[config.mk]
export PLATFORM = sky130hd
export DESIGN_NAME = dac_ctrl_top
export DESIGN_NICKNAME = d
export VERILOG_FILES = /design/src/design/dac_ctrl_pkg.sv /design/src/design/dac_cmd_builder.sv /design/src/design/dac_frame_buffer.sv /design/src/design/dac_spi_chain.sv /design/src/design/dac_ctrl_top.sv
export SDC_FILE = /design/constraint.sdc
export NUM_CORES = 1
export LEC_CHECK = 0
export BUFFER_PORTS_ARGS = -buffer_cell sky130_fd_sc_hd__buf_2
export CAP_MARGIN = 15
export CORE_MARGIN = 2
export CORE_UTILIZATION = 64
export DETAILED_ROUTE_END_ITERATION = 7
export PLACE_DENSITY = 0.92
export SLEW_MARGIN = 15
export SYNTH_ARGS = -nofsm -noshare
export SYNTH_HDL_FRONTEND = slang
export SYNTH_SLANG_ARGS = --single-unit
[constraint.sdc]
create_clock -name sysclk -period 8.2 [get_ports sysclk]
set_input_delay 1.23 -clock sysclk [delete_from_list [all_inputs] [get_ports sysclk]]
set_output_delay 1.23 -clock sysclk [all_outputs]
set_load 0.01 [all_outputs]
[src/design/dac_ctrl_pkg.sv]
// DAC chain control package
// command word encoding, frame layout and shared constants for the SPI DAC chain

package dac_ctrl_pkg;

    // ----------------------------------------------------------------------
    // chain geometry and DAC command set
    // ----------------------------------------------------------------------
    localparam int NUM_CHANNELS = 4;                   // daisy-chained DACs
    localparam int WORD_BITS    = 32;                  // bits per DAC command word
    localparam int FRAME_BITS   = NUM_CHANNELS * WORD_BITS; // bits per SPI transaction

    localparam logic [3:0]  DAC_CMD_WRU  = 4'h3;       // write and update
    localparam logic [3:0]  DAC_CMD_NOP  = 4'hF;       // no operation
    localparam logic [15:0] DAC_VAL_INIT = 16'h8000;   // mid-scale, zero current

    // ----------------------------------------------------------------------
    // buffering and SPI timing
    // ----------------------------------------------------------------------
    localparam int BUF_DEPTH   = 2;                    // frames held, also initial credits
    localparam int SCLK_HALF   = 2;                    // sysclk cycles per sclk half period

    localparam int DEPTH_CNT_W = $clog2(BUF_DEPTH + 1); // holds 0..BUF_DEPTH
    localparam int PTR_W       = (BUF_DEPTH > 1) ? $clog2(BUF_DEPTH) : 1;
    localparam int CH_W        = $clog2(NUM_CHANNELS); // channel index width
    localparam int BIT_CNT_W   = $clog2(FRAME_BITS);   // serializer bit counter
    localparam int DIV_W       = (SCLK_HALF > 1) ? $clog2(SCLK_HALF) : 1;

    // serializer FSM encoding
    localparam logic [1:0] ST_IDLE   = 2'd0;           // waiting for a frame
    localparam logic [1:0] ST_SHIFT  = 2'd1;           // clocking bits out
    localparam logic [1:0] ST_FINISH = 2'd2;           // csel hold after last bit

    // one DAC command word, seen as fields or as a raw SPI word
    typedef union packed {
        struct packed {
            logic [7:0]  pad;                          // always zero
            logic [3:0]  cmd;                          // DAC command code
            logic [3:0]  addr;                         // always zero
            logic [15:0] value;                        // DAC output code
        } fields;
        logic [WORD_BITS-1:0] raw;
    } dac_word_t;

    // channel 4 sits at the top so it is shifted first, reaching the far DAC
    typedef struct packed {
        dac_word_t [NUM_CHANNELS-1:0] ch;              // ch[0] is channel 1
    } dac_frame_t;

endpackage

[src/design/dac_cmd_builder.sv]
// DAC command builder
// catches val_ready rising edges, encodes one command word per channel and
// pushes the frame into the buffer while credits remain

`timescale 1ns/1ps

module dac_cmd_builder
    import dac_ctrl_pkg::*;
(
    input  logic                          sysclk,     // system clock
    input  logic                          rst,        // sync reset, active high
    input  logic                          val_ready,  // controller values are ready
    input  logic [NUM_CHANNELS-1:0][15:0] cont_val,   // controller outputs, [0] is ch1
    input  logic [NUM_CHANNELS-1:0]       ch_en,      // per channel write enable
    input  logic                          credit_ret, // buffer freed one slot
    output logic                          push,       // frame write strobe
    output dac_frame_t                    frame       // encoded command frame
);

    logic                          vr_now;            // val_ready sampled
    logic                          vr_last;           // previous sample
    logic                          val_edge;          // rising edge seen
    logic [NUM_CHANNELS-1:0][15:0] val_q;             // values captured at the edge
    logic [NUM_CHANNELS-1:0]       en_q;              // enables captured at the edge
    logic [DEPTH_CNT_W-1:0]        credits;           // free buffer slots

    // ----------------------------------------------------------------------
    // edge detect and value capture
    // ----------------------------------------------------------------------
    always_ff @(posedge sysclk) begin
        if (rst) begin
            vr_now  <= 1'b0;
            vr_last <= 1'b0;
        end else begin
            vr_now  <= val_ready;
            vr_last <= vr_now;
        end
    end

    // grab the inputs as val_ready first reads high
    always_ff @(posedge sysclk) begin
        if (val_ready && !vr_now) begin
            val_q <= cont_val;
            en_q  <= ch_en;
        end
    end

    assign val_edge = vr_now && !vr_last;
    assign push     = val_edge && (credits != '0);   // no credit means the edge is dropped

    // ----------------------------------------------------------------------
    // credit counter
    // ----------------------------------------------------------------------
    always_ff @(posedge sysclk) begin
        if (rst) begin
            credits <= DEPTH_CNT_W'(BUF_DEPTH);       // buffer starts empty
        end else begin
            case ({push, credit_ret})
                2'b10:   credits <= credits - 1'b1;   // spent on push
                2'b01:   credits <= credits + 1'b1;   // returned by buffer
                default: credits <= credits;          // both or neither
            endcase
        end
    end

    // word encoding, disabled channels get a no-op at mid-scale
    always_comb begin
        for (int i = 0; i < NUM_CHANNELS; i++) begin
            frame.ch[i].fields.pad   = 8'h00;
            frame.ch[i].fields.cmd   = en_q[i] ? DAC_CMD_WRU : DAC_CMD_NOP;
            frame.ch[i].fields.addr  = 4'h0;
            frame.ch[i].fields.value = en_q[i] ? val_q[i] : DAC_VAL_INIT;
        end
    end

endmodule

[src/design/dac_frame_buffer.sv]
// DAC frame buffer
// two-frame FIFO between builder and serializer, returns a credit per pop
// and keeps the last accepted frame for register readback

`timescale 1ns/1ps

module dac_frame_buffer
    import dac_ctrl_pkg::*;
(
    input  logic        sysclk,       // system clock
    input  logic        rst,          // sync reset, active high
    input  logic        push,         // builder writes a frame
    input  dac_frame_t  frame_in,     // frame from builder
    output logic        credit_ret,   // one slot freed
    output logic        frame_valid,  // head frame available
    output dac_frame_t  frame_out,    // head frame to serializer
    input  logic        frame_pop,    // serializer takes the head
    input  logic [15:0] reg_raddr,    // readback address
    output logic [31:0] reg_rdata     // readback data
);

    dac_frame_t             mem [BUF_DEPTH];  // frame storage
    logic [PTR_W-1:0]       wr_ptr;           // next slot to write
    logic [PTR_W-1:0]       rd_ptr;           // head slot
    logic [DEPTH_CNT_W-1:0] count;            // frames held
    dac_frame_t             last_frame;       // most recent accepted frame
    logic [CH_W-1:0]        rd_idx;           // channel index from address
    logic                   rd_hit;           // address selects a channel

    function automatic logic [PTR_W-1:0] ptr_inc(input logic [PTR_W-1:0] p);
        return (p == PTR_W'(BUF_DEPTH - 1)) ? '0 : p + 1'b1;
    endfunction

    // ----------------------------------------------------------------------
    // FIFO storage and pointers
    // ----------------------------------------------------------------------
    always_ff @(posedge sysclk) begin
        if (push) begin
            mem[wr_ptr] <= frame_in;  // credits keep this from overflowing
        end
    end

    always_ff @(posedge sysclk) begin
        if (rst) begin
            wr_ptr     <= '0;
            rd_ptr     <= '0;
            count      <= '0;
            credit_ret <= 1'b0;
        end else begin
            if (push) begin
                wr_ptr <= ptr_inc(wr_ptr);
            end
            if (frame_pop) begin
                rd_ptr <= ptr_inc(rd_ptr);
            end
            case ({push, frame_pop})
                2'b10:   count <= count + 1'b1;
                2'b01:   count <= count - 1'b1;
                default: count <= count;      // push and pop cancel
            endcase
            credit_ret <= frame_pop;          // slot is free next cycle
        end
    end

    assign frame_valid = (count != '0);
    assign frame_out   = mem[rd_ptr];

    // ----------------------------------------------------------------------
    // readback of the last accepted frame
    // ----------------------------------------------------------------------
    always_ff @(posedge sysclk) begin
        if (rst) begin
            last_frame <= '0;                 // reads zero until first frame
        end else if (push) begin
            last_frame <= frame_in;
        end
    end

    // channel n lives at address bits 7..4 == n
    assign rd_hit = (reg_raddr[7:4] != 4'd0) && (reg_raddr[7:4] <= 4'(NUM_CHANNELS));
    assign rd_idx = CH_W'(reg_raddr[7:4] - 4'd1);

    always_ff @(posedge sysclk) begin
        if (rst) begin
            reg_rdata <= '0;
        end else begin
            reg_rdata <= rd_hit ? last_frame.ch[rd_idx].raw : '0;
        end
    end

endmodule

[src/design/dac_spi_chain.sv]
// SPI serializer for the DAC chain
// pops one frame at a time and shifts it out MSB first as a single
// 128-bit transaction framed by csel

`timescale 1ns/1ps

module dac_spi_chain
    import dac_ctrl_pkg::*;
(
    input  logic       sysclk,       // system clock
    input  logic       rst,          // sync reset, active high
    input  logic       frame_valid,  // buffer has a frame
    input  dac_frame_t frame_in,     // head frame from buffer
    output logic       frame_pop,    // take the head frame
    output logic       sclk,         // serial clock
    output logic       mosi,         // serial data out
    output logic       csel          // chip select, active low
);

    logic [1:0]            state;      // FSM state
    logic [DIV_W-1:0]      div_cnt;    // sclk half period divider
    logic [BIT_CNT_W-1:0]  bit_cnt;    // bits already sent
    logic [FRAME_BITS-1:0] shreg;      // outgoing bits, current bit at top
    logic [FRAME_BITS-1:0] load_bits;  // frame flattened to SPI order
    logic                  half_done;  // divider at end of half period
    logic                  fall;       // sclk falls on this edge
    logic                  last_bit;   // bit on mosi is the final one

    // ----------------------------------------------------------------------
    // frame flattening and handshake
    // ----------------------------------------------------------------------
    always_comb begin
        for (int i = 0; i < NUM_CHANNELS; i++) begin
            load_bits[i*WORD_BITS +: WORD_BITS] = frame_in.ch[i].raw;  // ch4 ends up at MSB
        end
    end

    assign frame_pop = (state == ST_IDLE) && frame_valid;  // pop as soon as idle
    assign half_done = (div_cnt == DIV_W'(SCLK_HALF - 1));
    assign fall      = (state == ST_SHIFT) && half_done && sclk;
    assign last_bit  = (bit_cnt == BIT_CNT_W'(FRAME_BITS - 1));

    // shift register, loaded on pop and advanced on each falling edge
    always_ff @(posedge sysclk) begin
        if (frame_pop) begin
            shreg <= load_bits;
        end else if (fall) begin
            shreg <= {shreg[FRAME_BITS-2:0], 1'b0};
        end
    end

    // ----------------------------------------------------------------------
    // control FSM
    // ----------------------------------------------------------------------
    always_ff @(posedge sysclk) begin
        if (rst) begin
            state   <= ST_IDLE;
            div_cnt <= '0;
            bit_cnt <= '0;
            sclk    <= 1'b0;
            mosi    <= 1'b0;
            csel    <= 1'b1;
        end else begin
            case (state)
                ST_IDLE: begin
                    if (frame_pop) begin
                        state   <= ST_SHIFT;
                        csel    <= 1'b0;                        // start of transaction
                        div_cnt <= '0;
                        bit_cnt <= '0;
                        mosi    <= load_bits[FRAME_BITS-1];     // first bit before first rise
                    end
                end
                ST_SHIFT: begin
                    if (half_done) begin
                        div_cnt <= '0;
                        sclk    <= ~sclk;
                        if (sclk) begin                         // falling edge, next bit
                            if (last_bit) begin
                                state <= ST_FINISH;
                                mosi  <= 1'b0;                  // park data line low
                            end else begin
                                bit_cnt <= bit_cnt + 1'b1;
                                mosi    <= shreg[FRAME_BITS-2];
                            end
                        end
                    end else begin
                        div_cnt <= div_cnt + 1'b1;
                    end
                end
                ST_FINISH: begin
                    if (csel) begin
                        state <= ST_IDLE;                       // one cycle after csel rise
                    end else if (half_done) begin
                        csel <= 1'b1;                           // half period after last fall
                    end else begin
                        div_cnt <= div_cnt + 1'b1;
                    end
                end
                default: begin
                    state <= ST_IDLE;
                end
            endcase
        end
    end

endmodule

[src/design/dac_ctrl_top.sv]
// DAC chain controller top level
// builder, two-frame buffer and SPI serializer for four chained DACs

`timescale 1ns/1ps

module dac_ctrl_top
    import dac_ctrl_pkg::*;
(
    input  logic                          sysclk,     // system clock
    input  logic                          rst,        // sync reset, active high
    input  logic [NUM_CHANNELS-1:0][15:0] cont_val,   // controller outputs, [0] is ch1
    input  logic [NUM_CHANNELS-1:0]       ch_en,      // per channel write enable
    input  logic                          val_ready,  // new controller values
    input  logic [15:0]                   reg_raddr,  // readback address
    output logic [31:0]                   reg_rdata,  // readback data
    output logic                          sclk,       // serial clock
    output logic                          mosi,       // serial data out
    output logic                          csel        // chip select, active low
);

    // ----------------------------------------------------------------------
    // internal links
    // ----------------------------------------------------------------------
    logic       push;         // builder to buffer strobe
    dac_frame_t build_frame;  // encoded frame from builder
    logic       credit_ret;   // buffer slot freed
    logic       frame_valid;  // buffer head available
    dac_frame_t head_frame;   // buffer head to serializer
    logic       frame_pop;    // serializer takes head

    dac_cmd_builder dac_cmd_builder_inst (
        .sysclk     (sysclk),
        .rst        (rst),
        .val_ready  (val_ready),
        .cont_val   (cont_val),
        .ch_en      (ch_en),
        .credit_ret (credit_ret),
        .push       (push),
        .frame      (build_frame)
    );

    dac_frame_buffer dac_frame_buffer_inst (
        .sysclk      (sysclk),
        .rst         (rst),
        .push        (push),
        .frame_in    (build_frame),
        .credit_ret  (credit_ret),
        .frame_valid (frame_valid),
        .frame_out   (head_frame),
        .frame_pop   (frame_pop),
        .reg_raddr   (reg_raddr),
        .reg_rdata   (reg_rdata)
    );

    // serializer drains the buffer one transaction at a time
    dac_spi_chain dac_spi_chain_inst (
        .sysclk      (sysclk),
        .rst         (rst),
        .frame_valid (frame_valid),
        .frame_in    (head_frame),
        .frame_pop   (frame_pop),
        .sclk        (sclk),
        .mosi        (mosi),
        .csel        (csel)
    );

endmodule

==> impl_metrics.env <==
export IMPL_crit_fanout=75
export IMPL_core_area_um2=25800
export IMPL_worstPathRequired_ns=8.37
export IMPL_startpoint_type="flip-flop"
export IMPL_drc=0
export IMPL_grt_pass1_vias=9673
export IMPL_critPathMostFrequentCell="buf_4"
export IMPL_hold_class="reg2reg"
export IMPL_skew_ns=0.0304
export IMPL_ys_flop_type="edfxtp_1"
export IMPL_cp_slowest_cell="nor2_4"
export IMPL_synth_edf_count=331
export IMPL_antenna_found_initial=0
export IMPL_tns_ns=0
export IMPL_drt_iter0_markers=1185
export IMPL_vias_per_cell=5.87
export IMPL_async_reset_ff_share_pct=0
export IMPL_wl_um=33800
export IMPL_slew_viol_final=0
export IMPL_rsz0062_at_grt="no"
export IMPL_h_tree_depth=2
export IMPL_p_per_area_nw_per_um2=347
export IMPL_r2r_end="dac_frame_buffer_inst.mem[0][72]$_DFFE_PP_"
export IMPL_min_to="dac_frame_buffer_inst.last_frame[3]$_SDFFE_PP0P_"
export IMPL_fillCellCount=1460
export IMPL_arrival_ns=3.39
export IMPL_avgRoutedWirePerCell_um=20.5
export IMPL_grt_pass1_wl_um=51700
export IMPL_hp_start="dac_frame_buffer_inst.last_frame[3]$_SDFFE_PP0P_"
export IMPL_overflow=0
export IMPL_path_class="reg2reg"
export IMPL_r2r_cells=5
export IMPL_tightest_slew_ns=1.14
export IMPL_synth_seq_cells=441
export IMPL_root_buffer="clkbuf_16"
export IMPL_whs_path_depth=2
export IMPL_path_clk_slew_ns=0.06
export IMPL_place_congestion=0.796
export IMPL_yosys_warnings=0
export IMPL_clockBufferDepth=3
export IMPL_cts_tree="yes"
export IMPL_reg2reg_from="dac_cmd_builder_inst.vr_now$_SDFF_PP0_"
export IMPL_synth_cells=1197
export IMPL_diodes=0
export IMPL_post_route_cells_drive_above_1_share_pct=15.2
export IMPL_hold_viol_final=0
export IMPL_syn_area_per_cell_um2=13.9
export IMPL_numCtsBuffers=43
export IMPL_maxCapViolCount=0
export IMPL_dieArea_um2=27400
export IMPL_cts_resized=0
export IMPL_peakVddDrop_v=0.000287
export IMPL_crit_family="buffers and inverters"
export IMPL_area_delta_synth_final_pct=11.9
export IMPL_start_util_pct=64.6
export IMPL_leakage_nw=6.65
export IMPL_reg2reg_slack_ns=4.98
export IMPL_rows=59
export IMPL_dieHeight_um=166
export IMPL_cts_hold_buf=0
export IMPL_clkLatencyLatePin_ns=0.56
export IMPL_crit_path_cell_trace="o211a_2 -> buf_4 -> inv_2 -> nor2_4 -> buf_4"
export IMPL_netlist_area_um2=16700
export IMPL_cts_setup_buffers=0
export IMPL_yosysUniqueCellTypes=45
export IMPL_ys_seq_area_share_pct=72.7
export IMPL_grt_use_total_pct=25.1
export IMPL_drtAntennaViolNets=0
export IMPL_io_buffers=97
export IMPL_finalCriticalPeriod_ns=3.22
export IMPL_clock_sinks=441
export IMPL_slew_headroom_pct=23.8
export IMPL_ios=122
export IMPL_critical_path_buf_inv_count=3
export IMPL_first_pass_iters=5
export IMPL_finalNetCount=1376
export IMPL_end_kind="flip-flop"
export IMPL_hpwl_um=19200
export IMPL_finalCritPeriodShare_pct=39.3
export IMPL_critPathMaxStageDelay_ns=0.76
export IMPL_run_status="completed"
export IMPL_setup_viol=0
export IMPL_total_power_mw=6.49
export IMPL_die_w_um=166
export IMPL_routed_via_count=9688
export IMPL_fmax_mhz=311
export IMPL_grt_start_max_net_pins=122
[metal layers]
| metal | up-vias | GRT usage, % | routed length (µm) | part of all wire (%) |
|---|---|---|---|---|
| met4 | 0 | 10.4 | 1230 | 3.6 |
| li1 | 4396 | - | - | - |
| met3 | 91 | 4.65 | 2750 | 8.1 |
| met2 | 491 | 42.9 | 17100 | 51 |
| met5 | - | 0 | 0 | 0 |
| met1 | 4710 | 32.0 | 12700 | 38 |
[stage by stage]
step | hold WS, ns | instances | utilization, % | worst slack, ns | instance area [µm²]
after floorplan | 0.416 | 1208 | - | 3.48 | 16700
after global placement | 0.426 | 1571 | 67.2 | 4.70 | 17400
after detailed placement | 0.433 | 1571 | 67.2 | 4.65 | 17400
after CTS | 0.451 | 1650 | 72.3 | 4.99 | 18700
after global routing | 0.471 | 1650 | 72.3 | 4.84 | 18700
final | 0.450 | 1650 | 72.3 | 4.98 | 18700
[cell usage after synthesis (2+ instances only)]
master	number	share of area (%)
edfxtp_1	331	60
nand2_1	201	4.5
dfxtp_1	110	13
and2_1	108	4.0
a21oi_1	75	2.2
mux2i_1	71	4.3
o21ai_0	67	2.0
buf_2	30	0.90
clkbuf_1	29	0.65
mux4_2	17	2.3
nor2_1	17	0.38
buf_4	16	0.72
inv_1	15	0.34
nand2b_1	15	0.56
nor2b_1	12	0.45
and2b_1	9	0.40
o21a_1	9	0.40
ha_1	8	0.60
nand3_1	7	0.21
a211oi_1	6	0.27
xor2_1	6	0.31
buf_1	4	0.090
or3_1	4	0.15
and3_1	3	0.11
a21o_1	2	0.090
a221oi_1	2	0.10
a31o_2	2	0.10
nand4_1	2	0.075
o221ai_1	2	0.10
xnor2_1	2	0.10
[layout by cell type (no fill, tap or decap), types with 2 or more instances in the layout]
| master | synthesis | final |
|---|---|---|
| a211oi_1 | 6 | 6 |
| a21o_1 | 2 | 2 |
| a21oi_1 | 75 | 75 |
| a221oi_1 | 2 | 2 |
| a31o_2 | 2 | 2 |
| and2_1 | 108 | 107 |
| and2b_1 | 9 | 9 |
| and3_1 | 3 | 3 |
| buf_2 | 30 | 97 |
| buf_4 | 16 | 11 |
| clkbuf_1 | 29 | 12 |
| clkbuf_16 | 0 | 43 |
| clkbuf_8 | 0 | 6 |
| clkinv_1 | 0 | 7 |
| clkinv_2 | 0 | 5 |
| clkinvlp_4 | 0 | 2 |
| conb_1 | 1 | 12 |
| dfxtp_1 | 110 | 109 |
| edfxtp_1 | 331 | 331 |
| ha_1 | 8 | 8 |
| inv_1 | 15 | 14 |
| mux2i_1 | 71 | 71 |
| mux4_2 | 17 | 17 |
| nand2_1 | 201 | 200 |
| nand2b_1 | 15 | 15 |
| nand3_1 | 7 | 7 |
| nand4_1 | 2 | 2 |
| nor2_1 | 17 | 16 |
| nor2b_1 | 12 | 11 |
| o21a_1 | 9 | 9 |
| o21ai_0 | 67 | 67 |
| o221ai_1 | 2 | 2 |
| or3_1 | 4 | 4 |
| xnor2_1 | 2 | 2 |
| xor2_1 | 6 | 6 |
[area by class of cell]
cell class	count	area [µm²]	area share, %
sequential	441	12100	65.0
clock inverter	18	131	0.703
timing repair buffer	108	568	3.04
tap	335	419	2.24
inverter	15	56.3	0.301
clock buffer	61	1200	6.44
multi-input combinational	672	4160	22.3
[sequential cells by signal, summed over array words and instances (netlist names), 2 cells and up, named ones only]
name	cells
dac_frame_buffer_inst.mem	136
dac_spi_chain_inst.shreg	127
dac_frame_buffer_inst.last_frame	69
dac_cmd_builder_inst.val_q	64
dac_frame_buffer_inst.reg_rdata	18
dac_spi_chain_inst.bit_cnt	7
dac_cmd_builder_inst.en_q	4
dac_cmd_builder_inst.credits	2
dac_frame_buffer_inst.count	2
dac_spi_chain_inst.state	2
[power by group]
| part | leakage (nW) | switching, mW | internal, mW |
|---|---|---|---|
| Clock | 0.651 | 0.819 | 1.06 |
| Sequential | 4.00 | 0.195 | 3.12 |
| Combinational | 2.00 | 0.852 | 0.442 |
[worst reg2reg max path: cells and delay by family (launching register included)]
family | cells | cell delay (ns)
compound gates | 1 | 0.20
simple gates | 1 | 0.76
buf+inv | 3 | 1.45
flops | 1 | 0.40
[worst max-delay path by stage]
stage / start / endpoint / slack, ns / cells past startpoint
after floorplan: val_ready / dac_cmd_builder_inst.en_q[0]$_DFFE_PP_ / 3.48 / 1
after global placement: reg_raddr[4] / dac_frame_buffer_inst.reg_rdata[0]$_SDFF_PP0_ / 4.70 / 5
after detailed placement: reg_raddr[4] / dac_frame_buffer_inst.reg_rdata[22]$_SDFF_PP0_ / 4.65 / 5
after CTS: dac_cmd_builder_inst.vr_now$_SDFF_PP0_ / dac_frame_buffer_inst.mem[0][72]$_DFFE_PP_ / 4.99 / 5
after global routing: dac_cmd_builder_inst.vr_now$_SDFF_PP0_ / dac_frame_buffer_inst.mem[0][72]$_DFFE_PP_ / 4.84 / 5
final: dac_cmd_builder_inst.vr_now$_SDFF_PP0_ / dac_frame_buffer_inst.mem[0][72]$_DFFE_PP_ / 4.98 / 5
[cells by family after synthesis]
| group | count (synthesis) | synth area share (%) |
|---|---|---|
| adders and majority gates | 8 | 0.600 |
| muxes | 88 | 6.55 |
| xor gates and xnor gates | 8 | 0.420 |
| DFF | 441 | 72.7 |
| other | 1 | 0.0225 |
| and+or+nand+nor | 384 | 11.1 |
| buffers and inverters | 95 | 2.77 |
| AOI/OAI and AO/OA | 172 | 5.77 |
Note: power is estimated with default switching activity, not from simulation.
